File: config.mk
export PLATFORM = sky130hd
export DESIGN_NAME = stage_sequencer
export DESIGN_NICKNAME = d
export VERILOG_FILES = /design/src/design/cpu_pkg.sv /design/src/design/stage_sequencer.sv
export SDC_FILE = /design/constraint.sdc
export NUM_CORES = 1
export LEC_CHECK = 0
export BUFFER_PORTS_ARGS = -buffer_cell sky130_fd_sc_hd__buf_4
export CAP_MARGIN = 15
export CORE_ASPECT_RATIO = 1.25
export CORE_MARGIN = 2
export CORE_UTILIZATION = 37
export DETAILED_ROUTE_END_ITERATION = 10
export PLACE_DENSITY = 0.81
export SYNTH_ARGS = -nofsm -noshare
export SYNTH_HDL_FRONTEND = slang
export SYNTH_SLANG_ARGS = --single-unit
File: constraint.sdc
create_clock -name clk -period 2.27 [get_ports clk]
set_clock_uncertainty 0.1 [all_clocks]
set_input_delay 0.3405 -clock clk [delete_from_list [all_inputs] [get_ports clk]]
set_output_delay 0.3405 -clock clk [all_outputs]
set_load 0.01 [all_outputs]
File: src/design/cpu_pkg.sv
package cpu_pkg;

   localparam int XLEN       = 32;
   localparam int MEM_ADDR_W = 8;
   localparam int MEM_DEPTH  = 256;
   localparam int REG_ADDR_W = 5;

   // Any code not listed here decodes to OP_NOP
   typedef enum logic [3:0] {
      OP_NOP   = 4'h0,
      OP_LOADI = 4'h1,
      OP_LOAD  = 4'h2,
      OP_STORE = 4'h3,
      OP_ALU   = 4'h4,
      OP_JNZ   = 4'h5,
      OP_HALT  = 4'h6
   } opcode_e;

   typedef enum logic [2:0] {
      ALU_ADD, ALU_SUB, ALU_AND, ALU_OR,
      ALU_XOR, ALU_SHL, ALU_SHR, ALU_SLT
   } alu_op_e;

   typedef enum logic [2:0] {
      ST_IDLE, ST_FETCH, ST_DECODE, ST_EXEC, ST_MEM, ST_WB, ST_HALT
   } stage_e;

   typedef struct packed {
      opcode_e               opcode;
      alu_op_e               alu_op;
      logic [REG_ADDR_W-1:0] rd;
      logic [REG_ADDR_W-1:0] ra;
      logic [REG_ADDR_W-1:0] rb;
      logic [XLEN-1:0]       imm;
   } decoded_t;

   // One enable per stage action
   typedef struct packed {
      logic ir_load;
      logic operand_load;
      logic alu_load;
      logic mem_access;
      logic wb_en;
      logic retire;
   } stage_ctrl_t;

endpackage
File: src/design/stage_sequencer.sv
`timescale 1ns/1ps

module stage_sequencer (
   input  logic                             clk,
   input  logic                             rst,
   input  logic                             run,
   input  cpu_pkg::decoded_t                dec,
   input  logic [cpu_pkg::XLEN-1:0]         operand_a,
   input  logic [cpu_pkg::XLEN-1:0]         operand_b,
   input  logic [cpu_pkg::XLEN-1:0]         mem_rdata,
   output cpu_pkg::stage_ctrl_t             ctrl,
   output logic [cpu_pkg::MEM_ADDR_W-1:0]   pc,
   output logic [cpu_pkg::XLEN-1:0]         instr,
   output logic                             halted
);
   import cpu_pkg::*;

   stage_e state;

   always_ff @(posedge clk or negedge rst) begin
      if (!rst) begin
         state <= ST_IDLE;
         pc    <= '0;
      end else begin
         case (state)
            ST_IDLE: begin
               if (run) begin
                  state <= ST_FETCH;
                  pc    <= '0;
               end
            end
            ST_FETCH: state <= ST_DECODE;
            ST_DECODE: begin
               pc    <= pc + 1'b1;
               state <= ST_EXEC;
            end
            ST_EXEC: state <= ST_MEM;
            ST_MEM: begin
               // Taken branch overrides the increment from decode
               if (dec.opcode == OP_JNZ && operand_a != '0)
                  pc <= operand_b[MEM_ADDR_W-1:0];
               state <= ST_WB;
            end
            ST_WB: state <= (dec.opcode == OP_HALT) ? ST_HALT : ST_FETCH;
            ST_HALT: begin
               // Wait for run to be released before rearming
               if (!run)
                  state <= ST_IDLE;
            end
            default: state <= ST_IDLE;
         endcase
      end
   end

   // Instruction register
   always_ff @(posedge clk or negedge rst) begin
      if (!rst)
         instr <= '0;
      else if (ctrl.ir_load)
         instr <= mem_rdata;
   end

   always_comb begin
      ctrl = '0;
      case (state)
         ST_FETCH:  ctrl.ir_load      = 1'b1;
         ST_DECODE: ctrl.operand_load = 1'b1;
         ST_EXEC:   ctrl.alu_load     = 1'b1;
         ST_MEM:    ctrl.mem_access   = (dec.opcode == OP_LOAD) || (dec.opcode == OP_STORE);
         ST_WB: begin
            ctrl.wb_en  = (dec.opcode == OP_LOADI) || (dec.opcode == OP_ALU) ||
                          (dec.opcode == OP_LOAD);
            ctrl.retire = 1'b1;
         end
         default: ;
      endcase
   end

   assign halted = (state == ST_IDLE) || (state == ST_HALT);

endmodule

==> flow_summary.json, run 1 <==
{
  "critPathLaunchType": "flip-flop",
  "finalWirelength_mm": 5.71,
  "floorplan.core_area_um2": 5480,
  "synth-main-ff-cell": "dfrtp_1",
  "design_area_um2": 3240,
  "start_util_pct": 38.4,
  "syn-instance-count": 186,
  "synthesis.nets": 340,
  "grt_overflow_total": 0,
  "p_per_area_nw_per_um2": 1190,
  "clock_latency_ns": 0.29,
  "critPathCapture": "ctrl[4]",
  "dp_worst_setup_slack_ns": 0.173,
  "detail_route.wl_per_cell_um": 15.0,
  "die_width_um": 71.5,
  "number_of_global_route_vias_before_repair": 1936,
  "crit_required_ns": 1.83,
  "clock_sink_count": 43,
  "largest_net_degree_at_the_start_of_global_routing": 44,
  "tritoncts": "done",
  "final.hold.worst_slack_ns": 0.176,
  "period_needed_ns": 2.08,
  "synth_edf_count": 0,
  "yosys_warnings": 0,
  "number_of_antenna_violations_at_the_first_check_in_global_routing": 0,
  "area.growth.synth_to_final_pct": 53.6,
  "most-common-layout-cells": "buf_4 (128), dfrtp_1 (42), mux2_2 (32)",
  "post-layout-total-power_w": 0.00386,
  "worstPathMaxFanout": 16,
  "rsz0062_at_grt": "no",
  "grt_util_all_layers_pct": 17.4,
  "setup.reg_to_reg.worst_slack_ns": 0.35,
  "number_of_vias_in_the_routed_layout": 2031,
  "yosys_register_bits": 43,
  "cts_htree_levels": 2,
  "hpwlAfterDp_mm": 4.36,
  "timing.final.crit_share_pct": 91.6,
  "synth_async_sr_flop_share_pct": 100,
  "tritoncts.num_buffers": 5,
  "remaining_drc_errors": 0,
  "pin_count": 200,
  "num_antenna_cells": 0,
  "worst_setup_path_end_kind": "primary output",
  "slew_headroom_pct": 51.4,
  "final_max_slew_viol_count": 0,
  "drt_pass1_iterations": 4,
  "netlist_area_um2": 2110,
  "final_layout_size_suffix_gt1_share_pct": 56.3,
  "gp_routability_congestion": 0.839,
  "cts_root_buffer": "clkbuf_8",
  "result_of_the_run": "complete, no violations",
  "max_cap_viol_count": 0,
  "synth_cell_types": 39,
  "clkTransAtPathRegs_ns": 0.09,
  "fp-row-count": 30,
  "via_per_inst": 5.34,
  "antenna_violating_nets_post_route": 0,
  "syn_area_per_cell_um2": 11.3,
  "achievable-frequency_mhz": 481,
  "place_area_um2": 3130,
  "final_hold_viol_count": 0,
  "worst_ir_drop_vdd_v": 0.000455,
  "timing.final.setup_violations": 0,
  "max-clock-path-buffers": 2,
  "path_type_of_the_worst_min_delay_path": "primary input to flip-flop",
  "worstMarginPinSlew_ns": 0.723,
  "timing.setup.critical_path_class": "flip-flop to primary output",
  "cellLeakagePower_nw": 1.50,
  "r2r.worst_path.cells": 3,
  "timing.rr.end": "pc[1]",
  "critPathLaunch": "state[0]",
  "setup_ws_final_ns": 0.191,
  "place.port_buffers": 125,
  "seq_area_frac_synth_pct": 51.1,
  "die-area_um2": 6320,
  "net_total_in_the_final_layout": 469,
  "crit-reg2reg-launch": "state[0]",
  "die_height_um": 88.4,
  "fin_setup_tns_ns": 0,
  "count_of_routing_violations_after_the_opening_detailed_route_iteration": 57,
  "worstPathArrival_ns": 1.64,
  "layout.cells.most_common": "buf_4",
  "grt_pass1_wl_mm": 8.80
}
## kinds of logic after synthesis
logic type               count (synthesis)  synth area share [%]
AO/OA/AOI/OAI                           37                  11.9
XOR/XNOR                                 1                 0.416
adder cells (fa/ha/maj)                  1                 0.594
buffers and inverters                   12                  2.37
flip-flops                              43                  51.1
multiplexers                            32                  17.1
AND/OR/NAND/NOR                         60                  16.6
## power breakdown
part           switching, W  internal, W  total [W]
registers          0.000277      0.00114    0.00141
clock network      0.000273     0.000220   0.000493
logic              0.000856      0.00110    0.00196
## synthesized netlist by cell type, types with 2 or more instances
| cell | number | share of area, % |
|---|---|---|
| dfrtp_1 | 43 | 51 |
| mux2_2 | 32 | 17 |
| nand2_1 | 16 | 2.9 |
| nor4_1 | 11 | 3.3 |
| o21ai_0 | 11 | 2.6 |
| nor2_1 | 7 | 1.2 |
| a21oi_1 | 6 | 1.4 |
| nand3_1 | 5 | 1.2 |
| nor3_1 | 5 | 1.2 |
| o22ai_1 | 5 | 1.5 |
| buf_2 | 4 | 0.95 |
| clkbuf_1 | 4 | 0.71 |
| inv_1 | 4 | 0.71 |
| nand4_1 | 3 | 0.89 |
| o211ai_1 | 3 | 1.1 |
| a2111oi_0 | 2 | 0.83 |
| a221oi_1 | 2 | 0.83 |
| and3_1 | 2 | 0.59 |
## through the flow
| step | std cells | utilization, % |
|---|---|---|
| after global placement | 371 | 57.2 |
| after floorplan | 186 | - |
| after detailed placement | 371 | 57.2 |
| after global routing | 380 | 59.1 |
| final | 380 | 59.1 |
| after CTS | 380 | 59.0 |
## worst min path at each step
stage                        startpoint   endpoint  cells past startpoint
after floorplan                     rst   instr[0]                      0
after global placement              rst   instr[0]                      1
after detailed placement            rst  instr[28]                      1
after CTS                 mem_rdata[19]  instr[19]                      2
after global routing      mem_rdata[15]  instr[15]                      2
final                      mem_rdata[0]   instr[0]                      2
## timing repair
item / CTS / global route
setup buffers: 0 / 0
setup endpoints to repair: 0 / 1
hold endpoints to repair: 43 / 0
hold buffers: 1 / 0
gates resized for setup: 0 / 1
## registers in the layout, summed over array words and instances, names as in the netlist
signal and cells:
instr 32, pc 8, state 3
## layer usage
layer	GRT usage [%]	vias to the layer above	wire length (um)
met2	32.4	97	3030
li1	-	960	-
met1	20.4	968	2180
met4	4.80	0	65
met3	3.42	6	431
met5	0	-	0
## layout make-up
class	instances	area (um^2)
clock buffer	5	68.8
clock inverter	3	23.8
fill	458	2240
inverter	4	15.0
multi-input combinational	131	981
sequential	43	1080
tap	64	80.1
timing repair buffer	130	991
## critical path, stage by stage, from the launching register on
cell and delay [ns]:
dfrtp_1 0.63, nor2_1 0.12, nand2_1 0.24, inv_1 0.18, buf_4 0.18
(Power assumes the default switching activity.)
==> run 2, diff against run 1 <==
- CORE_ASPECT_RATIO: 1.25 -> unset
- CORE_MARGIN: 2 -> unset
==> run 2 against run 1 <==
Compared with the run above: maximum frequency decreased by 2.3%; via count fell by 1.2%; worst hold slack got worse by 0.0057 ns; sequential share of layout area is 0.33 points lower; design area rose by 0.89%; clock-buffer cell count did not move; first-iteration DRC count unchanged; combinational power decreased by 2%; non-clock buffer count is the same; wire length decreased by 0.63%; critical path type unchanged; highest routed layer unchanged.
==> flow_summary.json, run 2 (synthesized netlist as in run 1, its figures left out) <==
{
  "timing.setup.critical_path_class": "flip-flop to primary output",
  "place.port_buffers": 125,
  "grt_util_all_layers_pct": 19.3,
  "seqPwrFrac_pct": 36.5,
  "p_per_area_nw_per_um2": 1210,
  "grt_overflow_total": 0,
  "result_of_the_run": "complete, no violations",
  "area.growth.synth_to_final_pct": 55.0,
  "fin_setup_tns_ns": 0,
  "rsz0062_at_grt": "no",
  "net_total_in_the_final_layout": 469,
  "pin_count": 200,
  "achievable-frequency_mhz": 470,
  "largest_registers": "instr: 32 flops, pc: 8 flops, state: 3 flops",
  "cts_htree_levels": 2,
  "worstPathArrival_ns": 1.69,
  "most-common-layout-cells": "buf_4 (128), dfrtp_1 (43), mux2_2 (32)",
  "num_antenna_cells": 0,
  "tritoncts.num_buffers": 5,
  "clockPowerShare_pct": 14.9,
  "filler_cell_count": 473,
  "gp_routability_congestion": 0.854,
  "grt_pass1_wl_mm": 9.23,
  "finalWirelength_mm": 5.67,
  "final_max_slew_viol_count": 0,
  "path_type_of_the_worst_min_delay_path": "primary input to flip-flop",
  "clock_latency_ns": 0.29,
  "crit_required_ns": 1.83,
  "layout.cells.most_common": "buf_4",
  "floorplan.core_area_um2": 5510,
  "worst_setup_path_end_kind": "primary output",
  "clock_sink_count": 43,
  "antenna_violating_nets_post_route": 0,
  "clkTransAtPathRegs_ns": 0.09,
  "timing.final.setup_violations": 0,
  "largest_register": "instr",
  "remaining_drc_errors": 0,
  "net-switching-power_w": 0.00139,
  "worstPathMaxFanout": 12,
  "number_of_antenna_violations_at_the_first_check_in_global_routing": 0,
  "max_cap_viol_count": 0,
  "worstMarginPinSlew_ns": 0.528,
  "die-area_um2": 6000,
  "max-clock-path-buffers": 2,
  "tritoncts": "done",
  "largest_net_degree_at_the_start_of_global_routing": 44,
  "fp-row-count": 27,
  "cts_resized": 0,
  "internal_cell_power_w": 0.00257,
  "die_height_um": 77.5,
  "number_of_global_route_vias_before_repair": 1977,
  "detail_route.wl_per_cell_um": 14.6,
  "hpwlAfterDp_mm": 4.44,
  "die_width_um": 77.5,
  "critPathLaunchType": "flip-flop",
  "drt_pass1_iterations": 4,
  "post-layout-total-power_w": 0.00396,
  "period_needed_ns": 2.13,
  "share_comb_of_total_power_pct": 48.6,
  "final_hold_viol_count": 0,
  "number_of_vias_in_the_routed_layout": 2007,
  "slew_headroom_pct": 64.8,
  "worst_ir_drop_vdd_v": 0.000506,
  "count_of_routing_violations_after_the_opening_detailed_route_iteration": 57,
  "timing.final.crit_share_pct": 93.8,
  "start_util_pct": 38.3,
  "postCtsSetupBuffers": 0,
  "cts_root_buffer": "clkbuf_8",
  "power.switching_fraction_pct": 35.2,
  "largest_register_ffs": 32,
  "via_per_inst": 5.17,
  "cellLeakagePower_nw": 1.52,
  "final_layout_size_suffix_gt1_share_pct": 56.0
}
==> run 2: routing by layer <==
metal	vias to the layer above	routed length (um)	GRT usage, %
met2	90	2850	33.3
met1	944	2320	23.8
met3	12	410	5.06
li1	961	-	-
met4	0	89	5.28
met5	-	0	0
==> run 2: path summary, 6_finish.rpt <==
kind,startpoint,to,slack (ns),cells after the start
min in group asynchronous,rst,instr[22],0.47,2
worst max-delay path,state[2],ctrl[2],0.14,4
max in group asynchronous,rst,instr[8],1.23,2
worst min-delay path,mem_rdata[23],instr[23],0.17,2
worst min register to register,instr[27],instr[27],0.41,1
worst max register to register,state[1],pc[3],0.42,4
==> run 2: area by class of cell <==
| class | instances | area [um^2] | share of cell area, % |
|---|---|---|---|
| clock inverters | 3 | 43.8 | 1.34 |
| clock buffers | 5 | 68.8 | 2.11 |
| flip-flops and latches | 43 | 1080 | 33.0 |
| repair buffers | 130 | 991 | 30.3 |
| inverters | 4 | 15.0 | 0.460 |
| well taps | 72 | 90.1 | 2.76 |
| multi-input cells | 131 | 981 | 30.0 |
==> run 2: critical path: stages, from the launching register on <==
cell and delay (ns):
dfrtp_1 0.55, inv_1 0.20, nor3_2 0.18, nor4bb_1 0.31
buf_4 0.17
==> run 2: power by group through the flow <==
| stage | Combinational, W | Clock (W) | Sequential (W) |
|---|---|---|---|
| after CTS | 0.00195 | 0.000612 | 0.00144 |
| after global routing | 0.00207 | 0.000635 | 0.00150 |
| after global placement | 0.00190 | 0 | 0.00143 |
| after detailed placement | 0.00194 | 0 | 0.00145 |
| final | 0.00192 | 0.000591 | 0.00144 |
| after floorplan | 0.000929 | 0 | 0.00152 |
==> run 2: through the flow <==
step	hold WS [ns]	utilization, %	cell area, um^2	worst slack [ns]	cells
after global routing	0.164	59.3	3270	0.000511	388
after detailed placement	0.259	57.1	3140	0.163	379
after floorplan	-0.0551	-	2110	0.325	186
after global placement	0.256	57.1	3140	0.201	379
final	0.171	59.3	3270	0.142	388
after CTS	0.160	59.3	3270	0.140	388
==> run 2: timing repair <==
action / in CTS / in global routing
hold buffers: 1 / 0
hold endpoints to repair: 43 / 0
setup endpoints to repair: 0 / 0
==> run 3, diff against run 2 <==
--- a/config.mk
+++ b/config.mk
@@ -10,4 +10,5 @@
 export CORE_UTILIZATION = 37
 export DETAILED_ROUTE_END_ITERATION = 10
+export GPL_ROUTABILITY_DRIVEN = 0
 export PLACE_DENSITY = 0.81
 export SYNTH_ARGS = -nofsm -noshare
--- a/constraint.sdc
+++ b/constraint.sdc
@@ -3,3 +3,3 @@
 set_input_delay 0.3405 -clock clk [delete_from_list [all_inputs] [get_ports clk]]
 set_output_delay 0.3405 -clock clk [all_outputs]
-set_load 0.01 [all_outputs]
+set_load 0.005 [all_outputs]
==> run 3 against run 2 <==
Compared with the run above: wire length up 0.53%; sequential power about the same; clock-buffer cell count unchanged; power down 3.6%; via count up 0.25%; highest routed layer unchanged; critical path depth unchanged; die area unchanged; cell count up 0.26%; sequential cell count unchanged; non-clock buffer count up 1; global-route usage up 0.16 points.
==> flow_summary.json, run 3 (synthesized netlist as in run 1, its figures left out) <==
{
  "finalWirelength_mm": 5.70,
  "dp_worst_setup_slack_ns": 0.162,
  "p_per_area_nw_per_um2": 1170,
  "clkTransAtPathRegs_ns": 0.08,
  "final_max_slew_viol_count": 0,
  "cellLeakagePower_nw": 1.52,
  "most-common-layout-cells": "buf_4 (129), dfrtp_1 (42), mux2_2 (32)",
  "drt_pass1_iterations": 4,
  "place.port_buffers": 125,
  "detail_route.wl_per_cell_um": 14.7,
  "timing.final.setup_violations": 0,
  "fin_setup_tns_ns": 0,
  "max_cap_viol_count": 0,
  "critPathCapture": "ctrl[4]",
  "floorplan.core_area_um2": 5510,
  "slew_headroom_pct": 65.0,
  "antenna_violating_nets_post_route": 0,
  "crit-reg2reg-launch": "state[0]",
  "number_of_antenna_violations_at_the_first_check_in_global_routing": 0,
  "grt_util_all_layers_pct": 19.5,
  "crit_required_ns": 1.83,
  "setup.reg_to_reg.worst_slack_ns": 0.41,
  "r2r.worst_path.cells": 7,
  "number_of_global_route_vias_before_repair": 1972,
  "timing.rr.end": "pc[7]",
  "num_antenna_cells": 0,
  "timing.final.crit_share_pct": 89.3,
  "largest_register": "instr",
  "place_area_um2": 3150,
  "die_height_um": 77.5,
  "net_total_in_the_final_layout": 470,
  "die-area_um2": 6000,
  "max-clock-path-buffers": 2,
  "rsz0062_at_grt": "no",
  "via_per_inst": 5.17,
  "largest_net_degree_at_the_start_of_global_routing": 44,
  "largest_registers": "instr: 32 flops, pc: 8 flops, state: 3 flops",
  "tritoncts": "done",
  "critPathLaunchType": "flip-flop",
  "worstPathMaxFanout": 16,
  "largest_register_ffs": 32,
  "worst_setup_path_end_kind": "primary output",
  "die_width_um": 77.5,
  "layout.cells.most_common": "buf_4",
  "start_util_pct": 38.3,
  "grt_pass1_wl_mm": 9.17,
  "result_of_the_run": "complete, no violations",
  "hpwlAfterDp_mm": 4.49,
  "setup_ws_final_ns": 0.243,
  "worst_ir_drop_vdd_v": 0.000536,
  "cts_root_buffer": "clkbuf_8",
  "pin_count": 200,
  "final_hold_viol_count": 0,
  "achievable-frequency_mhz": 493,
  "fp-row-count": 27,
  "clock_sink_count": 43,
  "path_type_of_the_worst_min_delay_path": "primary input to flip-flop",
  "worstMarginPinSlew_ns": 0.525,
  "area.growth.synth_to_final_pct": 55.4,
  "tritoncts.num_buffers": 5,
  "grt_overflow_total": 0,
  "final_layout_size_suffix_gt1_share_pct": 56.5,
  "timing.setup.critical_path_class": "flip-flop to primary output",
  "critPathLaunch": "state[0]",
  "remaining_drc_errors": 0,
  "number_of_vias_in_the_routed_layout": 2012,
  "worstPathArrival_ns": 1.59,
  "cts_htree_levels": 2,
  "postCtsSetupBuffers": 0,
  "clock_latency_ns": 0.28,
  "design_area_um2": 3270,
  "post-layout-total-power_w": 0.00382,
  "count_of_routing_violations_after_the_opening_detailed_route_iteration": 72,
  "period_needed_ns": 2.03
}
==> run 3: metrics by stage <==
stage	hold slack, ns	util, %	std cells
final	0.182	59.5	389
after global routing	0.162	59.5	389
after CTS	0.166	59.4	389
after detailed placement	0.259	57.2	380
after global placement	0.257	57.2	380
after floorplan	-0.0551	-	186
==> run 3: report_power, final <==
group          switching [W]  leakage (nW)  internal [W]
Combinational       0.000716         0.946       0.00110
Clock               0.000253        0.0581      0.000327
Sequential          0.000280         0.520       0.00114
==> run 3: how the worst min path moves through the flow <==
| stage | depth (start not counted) | from | to |
|---|---|---|---|
| final | 2 | mem_rdata[31] | instr[31] |
| after CTS | 2 | mem_rdata[29] | instr[29] |
| after global routing | 2 | mem_rdata[29] | instr[29] |
| after detailed placement | 1 | rst | instr[20] |
| after global placement | 1 | rst | instr[16] |
| after floorplan | 0 | rst | instr[0] |
==> run 3: layout make-up <==
class / instances / area, um^2
Clock buffer: 5 / 68.8
Clock inverter: 3 / 43.8
Fill cell: 465 / 2230
Inverter: 4 / 15.0
Multi-Input combinational cell: 131 / 981
Sequential cell: 43 / 1080
Tap cell: 72 / 90.1
Timing Repair Buffer: 131 / 998
==> run 3: metal layers <==
layer / global-route usage [%] / vias up / share of wire (%)
li1: - / 962 / -
met1: 24.0 / 952 / 42
met2: 32.7 / 90 / 49
met3: 5.06 / 8 / 7.4
met4: 7.17 / 0 / 1.6
met5: 0 / - / 0
==> run 3: critical path: stages, from the launching register on <==
cell and delay, ns:
dfrtp_1 0.62, nor2_1 0.12, nand2_1 0.22, inv_1 0.17, buf_4 0.17
==> run 3: what timing repair did <==
| action | 4_1_cts | 5_1_grt |
|---|---|---|
| resized for setup | 0 | 1 |
| hold buffers | 1 | 0 |
| setup endpoints to repair | 0 | 1 |
| hold endpoints to repair | 43 | 0 |
